[config.mk]
export PLATFORM = sky130hd
export DESIGN_NAME = cpu
export DESIGN_NICKNAME = d
export VERILOG_FILES = /design/src/verilog/cpuPkg.sv /design/src/verilog/apbLoader.sv /design/src/verilog/cpu.sv /design/src/verilog/cpuCore.sv /design/src/verilog/instrMem.sv /design/src/verilog/regFile.sv
export VERILOG_INCLUDE_DIRS = /design/src /design/src/verilog
export SDC_FILE = /design/constraint.sdc
export NUM_CORES = 2
export LEC_CHECK = 0
export BUFFER_PORTS_ARGS = -buffer_cell sky130_fd_sc_hd__buf_2
export CAP_MARGIN = 40
export CORE_AREA = 8 8 586 473
export DETAILED_ROUTE_END_ITERATION = 7
export DIE_AREA = 0 0 594 481
export GPL_TIMING_DRIVEN = 0
export PLACE_DENSITY_LB_ADDON = 0.25
export SYNTH_ARGS = -nofsm -noshare
export SYNTH_HDL_FRONTEND = slang
export SYNTH_HIERARCHICAL = 1
export SYNTH_SLANG_ARGS = --single-unit
[constraint.sdc]
create_clock -name clk -period 5.9 [get_ports clk]
set_input_delay 1.18 -clock clk [delete_from_list [all_inputs] [get_ports clk]]
set_output_delay 1.18 -clock clk [all_outputs]
set_load 0.005 [all_outputs]
[src/verilog/cpu_defs.svh]
`ifndef CPU_DEFS_SVH
`define CPU_DEFS_SVH

// Datapath
`define DATA_W      16    // Machine word
`define NUM_REGS    16    // General purpose registers

// Instruction buffer
`define IMEM_DEPTH  64    // Words
`define IMEM_AW     6     // Word address bits

// APB side, byte addresses with 4-byte stride
`define APB_AW      12
`define IMEM_BASE   12'h000   // Program window
`define REG_BASE    12'h100   // Register file window, read only
`define CTRL_ADDR   12'h200   // Start on write, status on read

`endif

[src/verilog/cpuPkg.sv]
`include "cpu_defs.svh"

package cpuPkg;

  localparam int REG_AW = $clog2(`NUM_REGS);  // Register index bits

  typedef logic [`DATA_W-1:0] word_t;
  typedef logic [REG_AW-1:0]  regIdx_t;

  // Any code not listed runs as a no-op
  typedef enum logic [3:0] {
    ADD = 4'd0,
    SUB = 4'd1,
    AND = 4'd2,
    XOR = 4'd3,
    LLI = 4'd4,
    BZ  = 4'd6,
    HLT = 4'd15
  } opcode_e;

  ////////////////////////////////////////////////////////////
  // Instruction word, seen two ways
  ////////////////////////////////////////////////////////////
  typedef struct packed {
    opcode_e opcode;
    regIdx_t rd;     // Destination
    regIdx_t rs;     // First source
    regIdx_t rt;     // Second source
  } rType_s;

  typedef struct packed {
    opcode_e    opcode;
    regIdx_t    rd;    // LLI destination, BZ test register
    logic [7:0] imm;   // LLI value or BZ offset
  } iType_s;

  typedef union packed {
    rType_s r;
    iType_s i;
  } instr_u;

  // APB bundles, host side naming
  typedef struct packed {
    logic               psel;
    logic               penable;
    logic               pwrite;
    logic [`APB_AW-1:0] paddr;
    word_t              pwdata;
  } apbReq_s;

  typedef struct packed {
    logic  pready;
    word_t prdata;
    logic  pslverr;   // Only meaningful with pready
  } apbRsp_s;

  ////////////////////////////////////////////////////////////
  // Pipeline registers
  ////////////////////////////////////////////////////////////
  typedef struct packed {
    logic   valid;
    word_t  pc;      // Address the word came from
    instr_u instr;
  } fetchStage_s;

  typedef struct packed {
    logic    valid;
    regIdx_t rd;
    logic    we;       // Writes rd on leaving write-back
    word_t   result;
    logic    halt;     // HLT has arrived
  } wbStage_s;

endpackage

[src/verilog/apbLoader.sv]
`timescale 1ns/100ps
`include "cpu_defs.svh"
`default_nettype none

module apbLoader import cpuPkg::*; (
  input  logic                clk,
  input  logic                rst,
  input  apbReq_s             apbReq,
  input  word_t               dbgData,    // Registered register file read
  input  word_t               imemRdata,  // Program read-back
  input  logic                running,
  input  logic                hlt,
  output apbRsp_s             apbRsp,
  output logic                imemWe,
  output logic [`IMEM_AW-1:0] imemAddr,
  output word_t               imemWdata,
  output regIdx_t             dbgAddr,
  output logic                start
);

  logic [`APB_AW-1:0] imemOff, regOff;  // Offsets into each window
  logic access;                         // Access phase of a transfer
  logic imemHit, regHit, ctrlHit;
  logic regRead;                        // Needs the extra wait state
  logic waitDone;                       // Wait state already spent
  logic accErr;

  // Address decode, wraparound makes low addresses miss too
  assign imemOff = apbReq.paddr - `IMEM_BASE;
  assign regOff  = apbReq.paddr - `REG_BASE;
  assign imemHit = int'(imemOff) < `IMEM_DEPTH * 4;
  assign regHit  = int'(regOff) < `NUM_REGS * 4;
  assign ctrlHit = apbReq.paddr == `CTRL_ADDR;

  assign access  = apbReq.psel && apbReq.penable;
  assign regRead = regHit && !apbReq.pwrite;

  // Register window is read only, program is locked during a run
  assign accErr = !(imemHit || regHit || ctrlHit) ||
                  (apbReq.pwrite && regHit) ||
                  (apbReq.pwrite && imemHit && running);

  ////////////////////////////////////////////////////////////
  // Side effects, only on error free accesses
  ////////////////////////////////////////////////////////////
  assign imemAddr  = imemOff[`IMEM_AW+1:2];     // Byte to word
  assign imemWdata = apbReq.pwdata;
  assign imemWe    = access && apbReq.pwrite && imemHit && !running;
  assign dbgAddr   = regOff[REG_AW+1:2];        // Held from setup on
  assign start     = access && apbReq.pwrite && ctrlHit && apbReq.pwdata[0];

  // One wait state so the debug port can register its data
  always_ff @(posedge clk) begin
    if (rst) waitDone <= 1'b0;
    else     waitDone <= access && regRead && !waitDone;
  end

  always_comb begin
    apbRsp.pready  = access && (!regRead || waitDone);
    apbRsp.pslverr = apbRsp.pready && accErr;
    apbRsp.prdata  = '0;
    if (imemHit)      apbRsp.prdata = imemRdata;
    else if (regHit)  apbRsp.prdata = dbgData;
    else if (ctrlHit) apbRsp.prdata = {{(`DATA_W-2){1'b0}}, running, hlt};
  end

endmodule

`default_nettype wire

[src/verilog/cpu.sv]
`timescale 1ns/100ps
`include "cpu_defs.svh"
`default_nettype none

module cpu import cpuPkg::*; (
  input  logic    clk,
  input  logic    rst,
  input  apbReq_s apbReq,
  output apbRsp_s apbRsp,
  output logic    hlt,
  output word_t   pc
);

  ////////////////////////////////////////////////////////////
  // Interconnect
  ////////////////////////////////////////////////////////////
  logic                imemWe;
  logic [`IMEM_AW-1:0] imemAddr;
  word_t               imemWdata, imemRdata;  // Host side of the program store
  logic [`IMEM_AW-1:0] fetchAddr;
  instr_u              fetchInstr;
  regIdx_t             dbgAddr, rsAddr, rtAddr, wbAddr;
  word_t               dbgData, rsData, rtData, wbData;
  logic                wbWe;
  logic                start, running;

  // Host loader, fills the program and reads results
  apbLoader iLOADER (
    .clk(clk), .rst(rst),
    .apbReq(apbReq), .apbRsp(apbRsp),
    .dbgData(dbgData), .imemRdata(imemRdata),
    .running(running), .hlt(hlt),
    .imemWe(imemWe), .imemAddr(imemAddr), .imemWdata(imemWdata),
    .dbgAddr(dbgAddr), .start(start)
  );

  instrMem iIMEM (
    .clk(clk), .we(imemWe), .wrAddr(imemAddr), .wdata(imemWdata),
    .rdAddr(fetchAddr), .rdata(fetchInstr), .hostData(imemRdata)
  );

  regFile iRF (
    .clk(clk), .rst(rst),
    .rsAddr(rsAddr), .rtAddr(rtAddr),
    .we(wbWe), .wrAddr(wbAddr), .wdata(wbData),
    .dbgAddr(dbgAddr),
    .rsData(rsData), .rtData(rtData), .dbgData(dbgData)
  );

  // Three stage pipeline
  cpuCore iCORE (
    .clk(clk), .rst(rst), .start(start),
    .fetchInstr(fetchInstr), .rsData(rsData), .rtData(rtData),
    .fetchAddr(fetchAddr), .pc(pc), .rsAddr(rsAddr), .rtAddr(rtAddr),
    .wbWe(wbWe), .wbAddr(wbAddr), .wbData(wbData),
    .running(running), .hlt(hlt)
  );

endmodule

`default_nettype wire

[src/verilog/cpuCore.sv]
`timescale 1ns/100ps
`include "cpu_defs.svh"
`default_nettype none

module cpuCore import cpuPkg::*; (
  input  logic                clk,
  input  logic                rst,
  input  logic                start,       // One cycle pulse from the host
  input  instr_u              fetchInstr,
  input  word_t               rsData,
  input  word_t               rtData,
  output logic [`IMEM_AW-1:0] fetchAddr,
  output word_t               pc,
  output regIdx_t             rsAddr,
  output regIdx_t             rtAddr,
  output logic                wbWe,
  output regIdx_t             wbAddr,
  output word_t               wbData,
  output logic                running,
  output logic                hlt
);

  fetchStage_s ifReg;     // Fetch to execute
  wbStage_s    wbReg;     // Execute to write-back
  instr_u      exInstr;
  opcode_e     exOp;
  word_t       opA, opB;  // Operands after forwarding
  word_t       exResult;
  word_t       brTarget;
  logic        exValid, exWe, exHalt;
  logic        brTaken;
  logic        wbHalt;
  logic        advance;   // Fetch moves on this cycle

  ////////////////////////////////////////////////////////////
  // Fetch
  ////////////////////////////////////////////////////////////
  assign fetchAddr = pc[`IMEM_AW-1:0];  // Upper pc bits wrap

  ////////////////////////////////////////////////////////////
  // Execute, decode and operand select
  ////////////////////////////////////////////////////////////
  assign exInstr = ifReg.instr;
  assign exOp    = exInstr.r.opcode;
  assign exValid = ifReg.valid;
  assign rsAddr  = (exOp == BZ) ? exInstr.i.rd : exInstr.r.rs;  // BZ tests rd
  assign rtAddr  = exInstr.r.rt;

  // Write-back result beats the stale register file copy
  assign opA = (wbWe && wbAddr == rsAddr) ? wbReg.result : rsData;
  assign opB = (wbWe && wbAddr == rtAddr) ? wbReg.result : rtData;

  always_comb begin
    exResult = '0;
    exWe     = 1'b0;
    case (exOp)
      ADD: begin exResult = opA + opB; exWe = 1'b1; end   // Wraps
      SUB: begin exResult = opA - opB; exWe = 1'b1; end
      AND: begin exResult = opA & opB; exWe = 1'b1; end
      XOR: begin exResult = opA ^ opB; exWe = 1'b1; end
      LLI: begin
        exResult = {{(`DATA_W-8){1'b0}}, exInstr.i.imm};  // Zero extended
        exWe     = 1'b1;
      end
      default: ;  // BZ, HLT and unused codes write nothing
    endcase
  end

  // Branch resolves here, always predicted not taken
  assign brTaken  = exValid && exOp == BZ && opA == '0;
  assign brTarget = ifReg.pc + 1'b1 + {{(`DATA_W-8){exInstr.i.imm[7]}}, exInstr.i.imm};

  assign exHalt  = exValid && exOp == HLT;
  assign wbHalt  = wbReg.valid && wbReg.halt;
  assign advance = running && !exHalt && !wbHalt;  // pc freezes behind HLT

  ////////////////////////////////////////////////////////////
  // Write-back port
  ////////////////////////////////////////////////////////////
  assign wbWe   = wbReg.valid && wbReg.we;
  assign wbAddr = wbReg.rd;
  assign wbData = wbReg.result;

  always_ff @(posedge clk) begin
    ifReg.pc     <= pc;
    ifReg.instr  <= fetchInstr;
    wbReg.rd     <= exInstr.r.rd;
    wbReg.we     <= exWe;
    wbReg.result <= exResult;
    wbReg.halt   <= exHalt;
    if (rst) begin
      pc          <= '0;
      running     <= 1'b0;
      hlt         <= 1'b0;
      ifReg.valid <= 1'b0;
      wbReg.valid <= 1'b0;
    end else if (start) begin  // Restart from address 0 with empty stages
      pc          <= '0;
      running     <= 1'b1;
      hlt         <= 1'b0;
      ifReg.valid <= 1'b0;
      wbReg.valid <= 1'b0;
    end else begin
      ifReg.valid <= advance && !brTaken;  // Taken branch kills the wrong path
      wbReg.valid <= exValid;
      if (brTaken)      pc <= brTarget;
      else if (advance) pc <= pc + 1'b1;
      if (wbHalt) begin  // HLT leaves write-back
        hlt     <= 1'b1;
        running <= 1'b0;
      end
    end
  end

endmodule

`default_nettype wire

[src/verilog/instrMem.sv]
`timescale 1ns/100ps
`include "cpu_defs.svh"
`default_nettype none

module instrMem import cpuPkg::*; (
  input  logic                clk,
  input  logic                we,        // From the APB side
  input  logic [`IMEM_AW-1:0] wrAddr,    // Also the host read address
  input  word_t               wdata,
  input  logic [`IMEM_AW-1:0] rdAddr,    // Fetch address
  output instr_u              rdata,     // Same cycle as rdAddr
  output word_t               hostData   // Word at wrAddr
);

  instr_u mem [`IMEM_DEPTH];  // Program store, contents survive reset

  always_ff @(posedge clk) begin
    if (we) mem[wrAddr] <= wdata;
  end

  ////////////////////////////////////////////////////////////
  // Asynchronous read ports
  ////////////////////////////////////////////////////////////
  assign rdata    = mem[rdAddr];
  assign hostData = mem[wrAddr];  // Program check from the host

endmodule

`default_nettype wire

[src/verilog/regFile.sv]
`timescale 1ns/100ps
`include "cpu_defs.svh"
`default_nettype none

module regFile import cpuPkg::*; (
  input  logic    clk,
  input  logic    rst,
  input  regIdx_t rsAddr,
  input  regIdx_t rtAddr,
  input  logic    we,
  input  regIdx_t wrAddr,
  input  word_t   wdata,
  input  regIdx_t dbgAddr,
  output word_t   rsData,
  output word_t   rtData,
  output word_t   dbgData
);

  word_t regs [`NUM_REGS];  // r0 is an ordinary register

  always_ff @(posedge clk) begin
    if (rst) begin
      for (int i = 0; i < `NUM_REGS; i++) regs[i] <= '0;
    end else if (we) begin
      regs[wrAddr] <= wdata;
    end
  end

  // Execute operands, no internal bypass
  assign rsData = regs[rsAddr];
  assign rtData = regs[rtAddr];

  // Host port, one cycle late
  always_ff @(posedge clk) begin
    dbgData <= regs[dbgAddr];
  end

endmodule

`default_nettype wire

==> Word level (Yosys, flattened, before mapping) <==
Memories as Yosys holds them, arrays and structs flattened. A register that Yosys moved wholly into a read port is not among the register bits.
Cells that the tools add are included.
{ "word_totals": {"mem_bits_rw": 1280, "wordCells": 98, "output_inout_bits": 35, "input_bits": 33, "ff_bits": 59, "memories": 2} }
{ "memory_table": {"columns": ["name", "words", "width", "rd", "rd_ports_with_merged_regs", "wr", "line", "text"], "rows": [
  ["iIMEM.mem", 64, 16, 2, 1, 1, "instrMem.sv:15", "instr_u mem [`IMEM_DEPTH];"],
  ["iRF.regs", 16, 16, 3, 1, 16, "regFile.sv:19", "word_t regs [`NUM_REGS];"]
]} }
{ "classes": {"bitwise": 2, "eq_ne": 9, "order_cmp": 2, "n_reduce_logical": 44, "n_mux": 22, "add_sub_neg": 6} }
{ "ops": {"columns": ["op", "n"], "rows": [
  ["$mux W16", 7],
  ["$pmux W16 S5", 1],
  ["$add A16 B1 Y16 const B", 2],
  ["$add A16 B16 Y16", 2],
  ["$logic_and A1 B1 Y1", 24],
  ["$and A16 B16 Y16", 1],
  ["$logic_not A16 Y1", 1],
  ["$reduce_or A16 Y1", 1],
  ["$sub A16 B16 Y16", 1],
  ["$xor A16 B16 Y16", 1],
  ["$eq A12 B10 Y1 const B", 1],
  ["$lt A12 B7 Y1 const B", 1],
  ["$lt A12 B9 Y1 const B", 1],
  ["$sub A12 B9 Y12 const B", 1],
  ["$mux W1", 11],
  ["$eq A4 B2 Y1 const B", 2],
  ["$eq A4 B3 Y1 const B", 2],
  ["$eq A4 B4 Y1", 2],
  ["$logic_not A1 Y1", 8],
  ["$mux W4", 2],
  ["$logic_or A1 B1 Y1", 5],
  ["$reduce_or A5 Y1", 1],
  ["$eq A4 B1 Y1 const B", 1],
  ["$eq A4 B4 Y1 const B", 1],
  ["other kinds (4)", 5]
]} }

==> Logic depth before layout (Yosys ltp) <==
{ "depth": {"ltp_word": 9, "ltp_mapped": 22, "mapped_depth_nobuf": 18} }

==> Cells and area by module <==
The synthesis kept the hierarchy.
{ "by_module_without_submodules": {"columns": ["mod", "instances", "cells_per_inst", "area_per_inst_um2"], "rows": [
  ["instrMem", 1, 2785, 47742.0],
  ["regFile", 1, 1012, 15586.2],
  ["cpuCore", 1, 596, 5298.8],
  ["apbLoader", 1, 71, 545.5]
]} }

==> Least setup slack after synthesis <==
No wires, ideal clock.
{ "synth_path": {"path_kind": "reg2reg", "start": "reg iCORE/exInstr[1] (netlist name)", "end": "reg iCORE.wbReg (netlist bit iCORE/wbData[13])", "setup_time_ps": 114, "required_ps": 5786, "t_arrival_ps": 4419, "slack_ps": 1367, "path_stages_with_launch": 23, "path_buffers": 4, "path_cell_list": "dfxtp_1 buf_4 clkbuf_1 clkbuf_1 mux4_2 a22oi_1 nand2_1 nor4_1 nand3b_1 o31a_1 nor2_1 nor2_1 xnor2_1 ha_1 clkbuf_1 a21o_1 a21oi_1 o21a_1 nand3_1 a31oi_1 xnor2_1 nor2_1 a2111oi_0"} }
{ "synth_lines": {"columns": ["item", "line", "text"], "rows": [
  ["$mem_v2 Z16 W16 *", null, null],
  ["named net rtData[2]", "cpu.sv:23", "word_t dbgData, rsData, rtData, wbData;"],
  ["$mux W16 *", "cpuCore.sv:51", "assign opB = (wbWe && wbAddr == rtAddr) ? wbReg.result : rtData;"],
  ["$sub A16 B16 Y16 / $add A16 B16 Y16 (equally long branches)", "cpuCore.sv:58, cpuCore.sv:57", null],
  ["$pmux W16 S5 *", "cpuCore.sv:56", "case (exOp)"],
  ["named net iCORE.exResult[13]", "cpuCore.sv:28", "word_t exResult;"],
  ["to (decl)", "cpuCore.sv:24", "wbStage_s wbReg;"]
]} }
The timed path passes the listed nets; every way through them passes the cells marked *.
A chain may end at the register's enable or synchronous reset.

==> results by stage <==
Floorplanning:
- The total area inside the core boundary comes to ~0.27 mm².
- The floorplan has 170 rows.
- Pin placement for this block handled 68 I/O pins.
- For this configuration, the core starts out at a cell density of 0.259.
- In this run the vertical extent of the chip is just under 500 µm.
- The floorplan step defined a die boundary enclosing 0.286 mm².
- The die is just under 600 µm wide.

Clock tree:
- The CTS H-tree depth is 4.
- Buffers inserted during clock tree synthesis total ~160.
- The insertion delay of the later-clocked pin in the worst-skew pair is 0.90 ns.
- Clock-pin slew was measured on the worst setup and hold paths at ~0.060 ns.
- The clock drives approximately 1400 sinks.
- The master cell of the clock root buffer is clkbuf_16.
- The quantity of hold-fixing buffers added after cts is 0.
- The longest clock path from root to sink contains 4 buffers.
- The clock tree from TritonCTS is done.

Final layout:
- The post-synthesis to final-layout area growth is 22.3%.
- The finished cells cover approximately 0.085 mm².
- The count of nets after finishing is 5015.
- Of the cells placed in the final design, the portion with a size suffix greater than 1 is 0.317.

STA:
- In this run the tightest slew margin relative to its limit is 0.165.
- Dividing the final minimum period by the clock period gives 1.05.
- Setup repair after global routing could not meet its margin everywhere.
- Once routing completed, OpenROAD measured the worst setup slack at -0.309 ns.
- The number of pins exceeding their max-slew limit in the final report was 0.
- Based on the critical path, the design can be clocked at up to around 160 MHz.
- The hold violation total from the final report is 0.
- Setup violations remaining at the end of the flow were counted as 16.
- The clock tree skew after final layout is approximately 0.085 ns.
- For the finished layout, the period the worst path requires is between 6 and 7 ns.
- The measured slew at the worst slew-check pin is around 1.3 ns.

Detailed routing:
- The remaining number of nets flagged by the antenna check after routing is 0.
- The number of design rule violations left after detail routing is 14.
- In the routed layout, each cell is associated on average with a via count of 6.19.
- For this block, the via count after detailed routing is 53200.
- The detailed router finished its first iteration with between 10000 and 15000 violations.
- The met3 wirelength from detailed routing is approximately 66000 µm.
- After detailed routing, the met2 layer carries 137000 µm of wire.
- The routed wire length is 369000 µm.
- In the final routing, the length of wire on met1 measures between 100000 and 150000 µm.
- After detailed routing, the average wire length per cell comes to 42.9 µm.
- The detailed router used layers up to and including met5.
- The first TritonRoute pass finished after 8 iterations.

GRT:
- In the global route stage, overall resource usage came out at 0.246.
- The total congestion overflow is 0.
- The first global-routing pass estimated 473000 µm of wire.
- The number of antenna violations at the first check in global routing is 49.
- The number of global-route vias before repair came to 47900.
- The maximum number of pins on one net before global-route repair is 65.

Synth:
- The largest area contributor in the netlist is edfxtp_1.
- For this run, the number of Yosys warnings is 6.
- The number of distinct library cell variants in the gate-level netlist after synthesis is between 90 and 100.
- The proportion of register bits with asynchronous set or reset after synthesis is 0.
- The number of register bits inferred by synthesis is between 1000 and 1500.
- In the post-synthesis netlist, the biggest area contributors are edfxtp_1 56%, mux4_2 16%, mux2i_1 4.0%.
- After technology mapping, the gate count stands at around 4500.
- The number of synthesized flops with an enable pin is roughly 1300.
- The number of nets in the synthesized netlist is about 4500.
- The average footprint of a synthesized cell is about 15 µm².
- The most common flop cell mapped by yosys is edfxtp_1.
- Of the synthesized area, sequential elements account for 0.582.
- The mapped netlist covers 0.0692 mm².
- The fraction of post-synthesis cell area in the top cell type by area is 0.556.

Worst setup path:
- The worst setup path is launched from an input port.
- The start of the worst register-to-register path is iCORE/exInstr[14]$_DFF_P_.
- Walking the worst path, the cells encountered are buf_2 > buf_4 > buf_6 > buf_8 > and2_2 > buf_6 > buf_6 > a22oi_1 > o2bb2ai_1 > nand2_1 > nand4_1 > a22o_1 > buf_2.
- In this run the worst path has a maximum fanout of 10.
- Measured in cells, the most critical reg-to-reg path has a length of 19.
- The most numerous cell type found on the critical path is buf_6.
- Setup slack on the worst reg-to-reg path comes out at ~0.2 ns.
- The sort of element at the end of the critical path is an output pin.
- The endpoint of the most critical register-to-register path is iCORE/wbData[14]$_DFF_P_.
- The required time reported for the critical path endpoint is 4.72 ns.
- In this design, the stage delay of the slowest critical-path cell is slightly above 0.5 ns.
- Data on the critical path arrives at its endpoint at a little over 5 ns.
- The critical setup path kind is input port to output pin.
- The slowest stage of the critical path belongs to the cell o2bb2ai_1.

Run status:
- The checks that failed: design-rule violations, negative setup slack.
- The run finished, with violations left.

Placement:
- The pre-CTS setup slack is -2.06 ns.
- The half-perimeter wire length of the detailed placement result is between 200000 and 300000 µm.
- The standard cell area after detailed placement is around 0.077 mm².
- The placer's final routability congestion estimate is between 1 and 1.5.
- The count of buffers inserted at the top-level ports is 52.

Job:
- Across the run, the number of max-cap violations was 0.

Min path:
- The startpoint of the worst hold path is iCORE/exInstr[11]$_DFF_P_.
- The worst hold path endpoint is iCORE/wbAddr[3]$_DFF_P_.
- The tightest min-delay check is of the flip-flop to flip-flop type.
- The worst hold path was traced through 0 stages.

Power and ir drop:
- The standby leakage power is around 28 nW.
- Overall power consumption after layout is estimated at roughly 23 mW.
- The largest voltage drop on the vdd net is about 0.00022 V.
- The power per cell area is ~270 mW/mm².
## placed cells by master, fill, tap and decap left out, types with 29 or more instances in the layout
master     instances
mux4_2           486
nor2_4            54
nor2_1           133
dfxtp_1           91
clkbuf_16        163
o22ai_1           50
mux2i_1          270
mux2_2           101
a22o_1            44
buf_12            50
clkbuf_1         147
buf_8             53
buf_16            58
o21ai_0           85
edfxtp_1        1280
a22oi_1          189
a221oi_1         127
nand3_1           29
ha_1              46
buf_2            136
buf_4            163
buf_6             76
a21oi_1           86
a211oi_1          33
xnor2_1           35
and2_1           253
nand2_1          164
## layout make-up
cell class                 count  area (µm²)
clock buffer                 203        4280
timing repair buffer         312        3740
buffer                       402        3270
multi-input combinational   2660       27700
sequential                  1371       40300
clock inverter                71         766
antenna                       24        60.1
inverter                      26         106
fill                       25900      182000
tap                         3526        4410
## state kept, by name, summed over array words and instances, names as in the netlist, 3 cells and up
| name | count |
|---|---|
| iRF/regs | 256 |
| iCORE/wbReg | 3 |
| iCORE/exInstr | 16 |
| iIMEM/mem | 1024 |
| iCORE/wbAddr | 4 |
| iCORE/pc | 16 |
| iRF/dbgData | 16 |
| iCORE/ifReg | 16 |
| iCORE/wbData | 16 |
## Yosys cell counts, drive strengths merged (13+ instances only)
cell type / count
a211oi: 36
a21oi: 93
a221o: 21
a221oi: 139
a222oi: 13
a22o: 44
a22oi: 202
a31oi: 16
and2: 270
and3: 16
buf: 252
clkbuf: 155
dfxtp: 91
edfxtp: 1280
ha: 46
inv: 26
mux2: 103
mux2i: 278
mux4: 486
nand2: 168
nand2b: 16
nand3: 35
nor2: 200
nor2b: 30
nor3: 25
nor4: 14
o21ai: 98
o22ai: 52
or2: 26
xnor2: 35
xor2: 23
## repair_timing
| item | 4_1_cts | 5_1_grt |
|---|---|---|
| pin swaps | 20 | 18 |
| endpoints found under the setup margin | 24 | 18 |
| gates resized for setup | 348 | 65 |
| buffers inserted | 56 | 9 |
## per-stage QoR
step / instances / TNS (ns) / hold slack (ns) / utilization
global route: 8573 / -0.0239 / 0.392 / 0.317
CTS: 8557 / -0.0378 / 0.371 / 0.315
finish: 8595 / -2.58 / 0.379 / 0.317
global placement: 8042 / -2033.35 / 0.365 / 0.277
floorplan: 4464 / 0 / 0.351 / -
detailed placement: 8231 / -105.41 / 0.363 / 0.289
## power breakdown
part | total, mW | internal, mW | switching [mW]
Sequential | 10.7 | 10.7 | 0.0523
Combinational | 1.98 | 0.591 | 1.39
Clock | 10.0 | 5.77 | 4.27
## kinds of logic (layout without fill, tap and decap cells)
group                    Yosys count  in the layout  synth area share
buffers and inverters            433           1014            0.0321
other                              0             24                 0
AND/OR/NAND/NOR                  871            871            0.0675
multiplexers                     867            867             0.215
XOR/XNOR                          59             59           0.00767
adder cells (fa/ha/maj)           48             48           0.00890
flip-flops                      1371           1371             0.582
AO/OA/AOI/OAI                    815            815            0.0865
## critical path: cells and delay by family
family / cells / cell delay, ns
and+or+nand+nor: 3 / 1.17
buffers and inverters: 7 / 1.64
AOI/OAI and AO/OA: 3 / 0.96
## worst max-delay path by stage
stage                                        start                        to  slack (ns)
after floorplan           iCORE/exInstr[1]$_DFF_P_  iCORE/wbData[13]$_DFF_P_        1.37
after global placement                  apbReq[18]                 apbRsp[8]       -4.87
after detailed placement                apbReq[20]                 apbRsp[4]       -2.06
after CTS                               apbReq[20]                 apbRsp[4]       -0.03
after global routing      iCORE/exInstr[1]$_DFF_P_  iCORE/wbData[13]$_DFF_P_       -0.02
final                                   apbReq[20]                 apbRsp[4]       -0.31
## per-layer routing
| metal | vias up | global-route usage |
|---|---|---|
| li1 | 19300 | - |
| met1 | 27800 | 0.320 |
| met2 | 5110 | 0.315 |
| met3 | 999 | 0.147 |
| met4 | 30 | 0.122 |
| met5 | - | 0.00218 |
No activity file was read; power rests on OpenSTA's default activity.
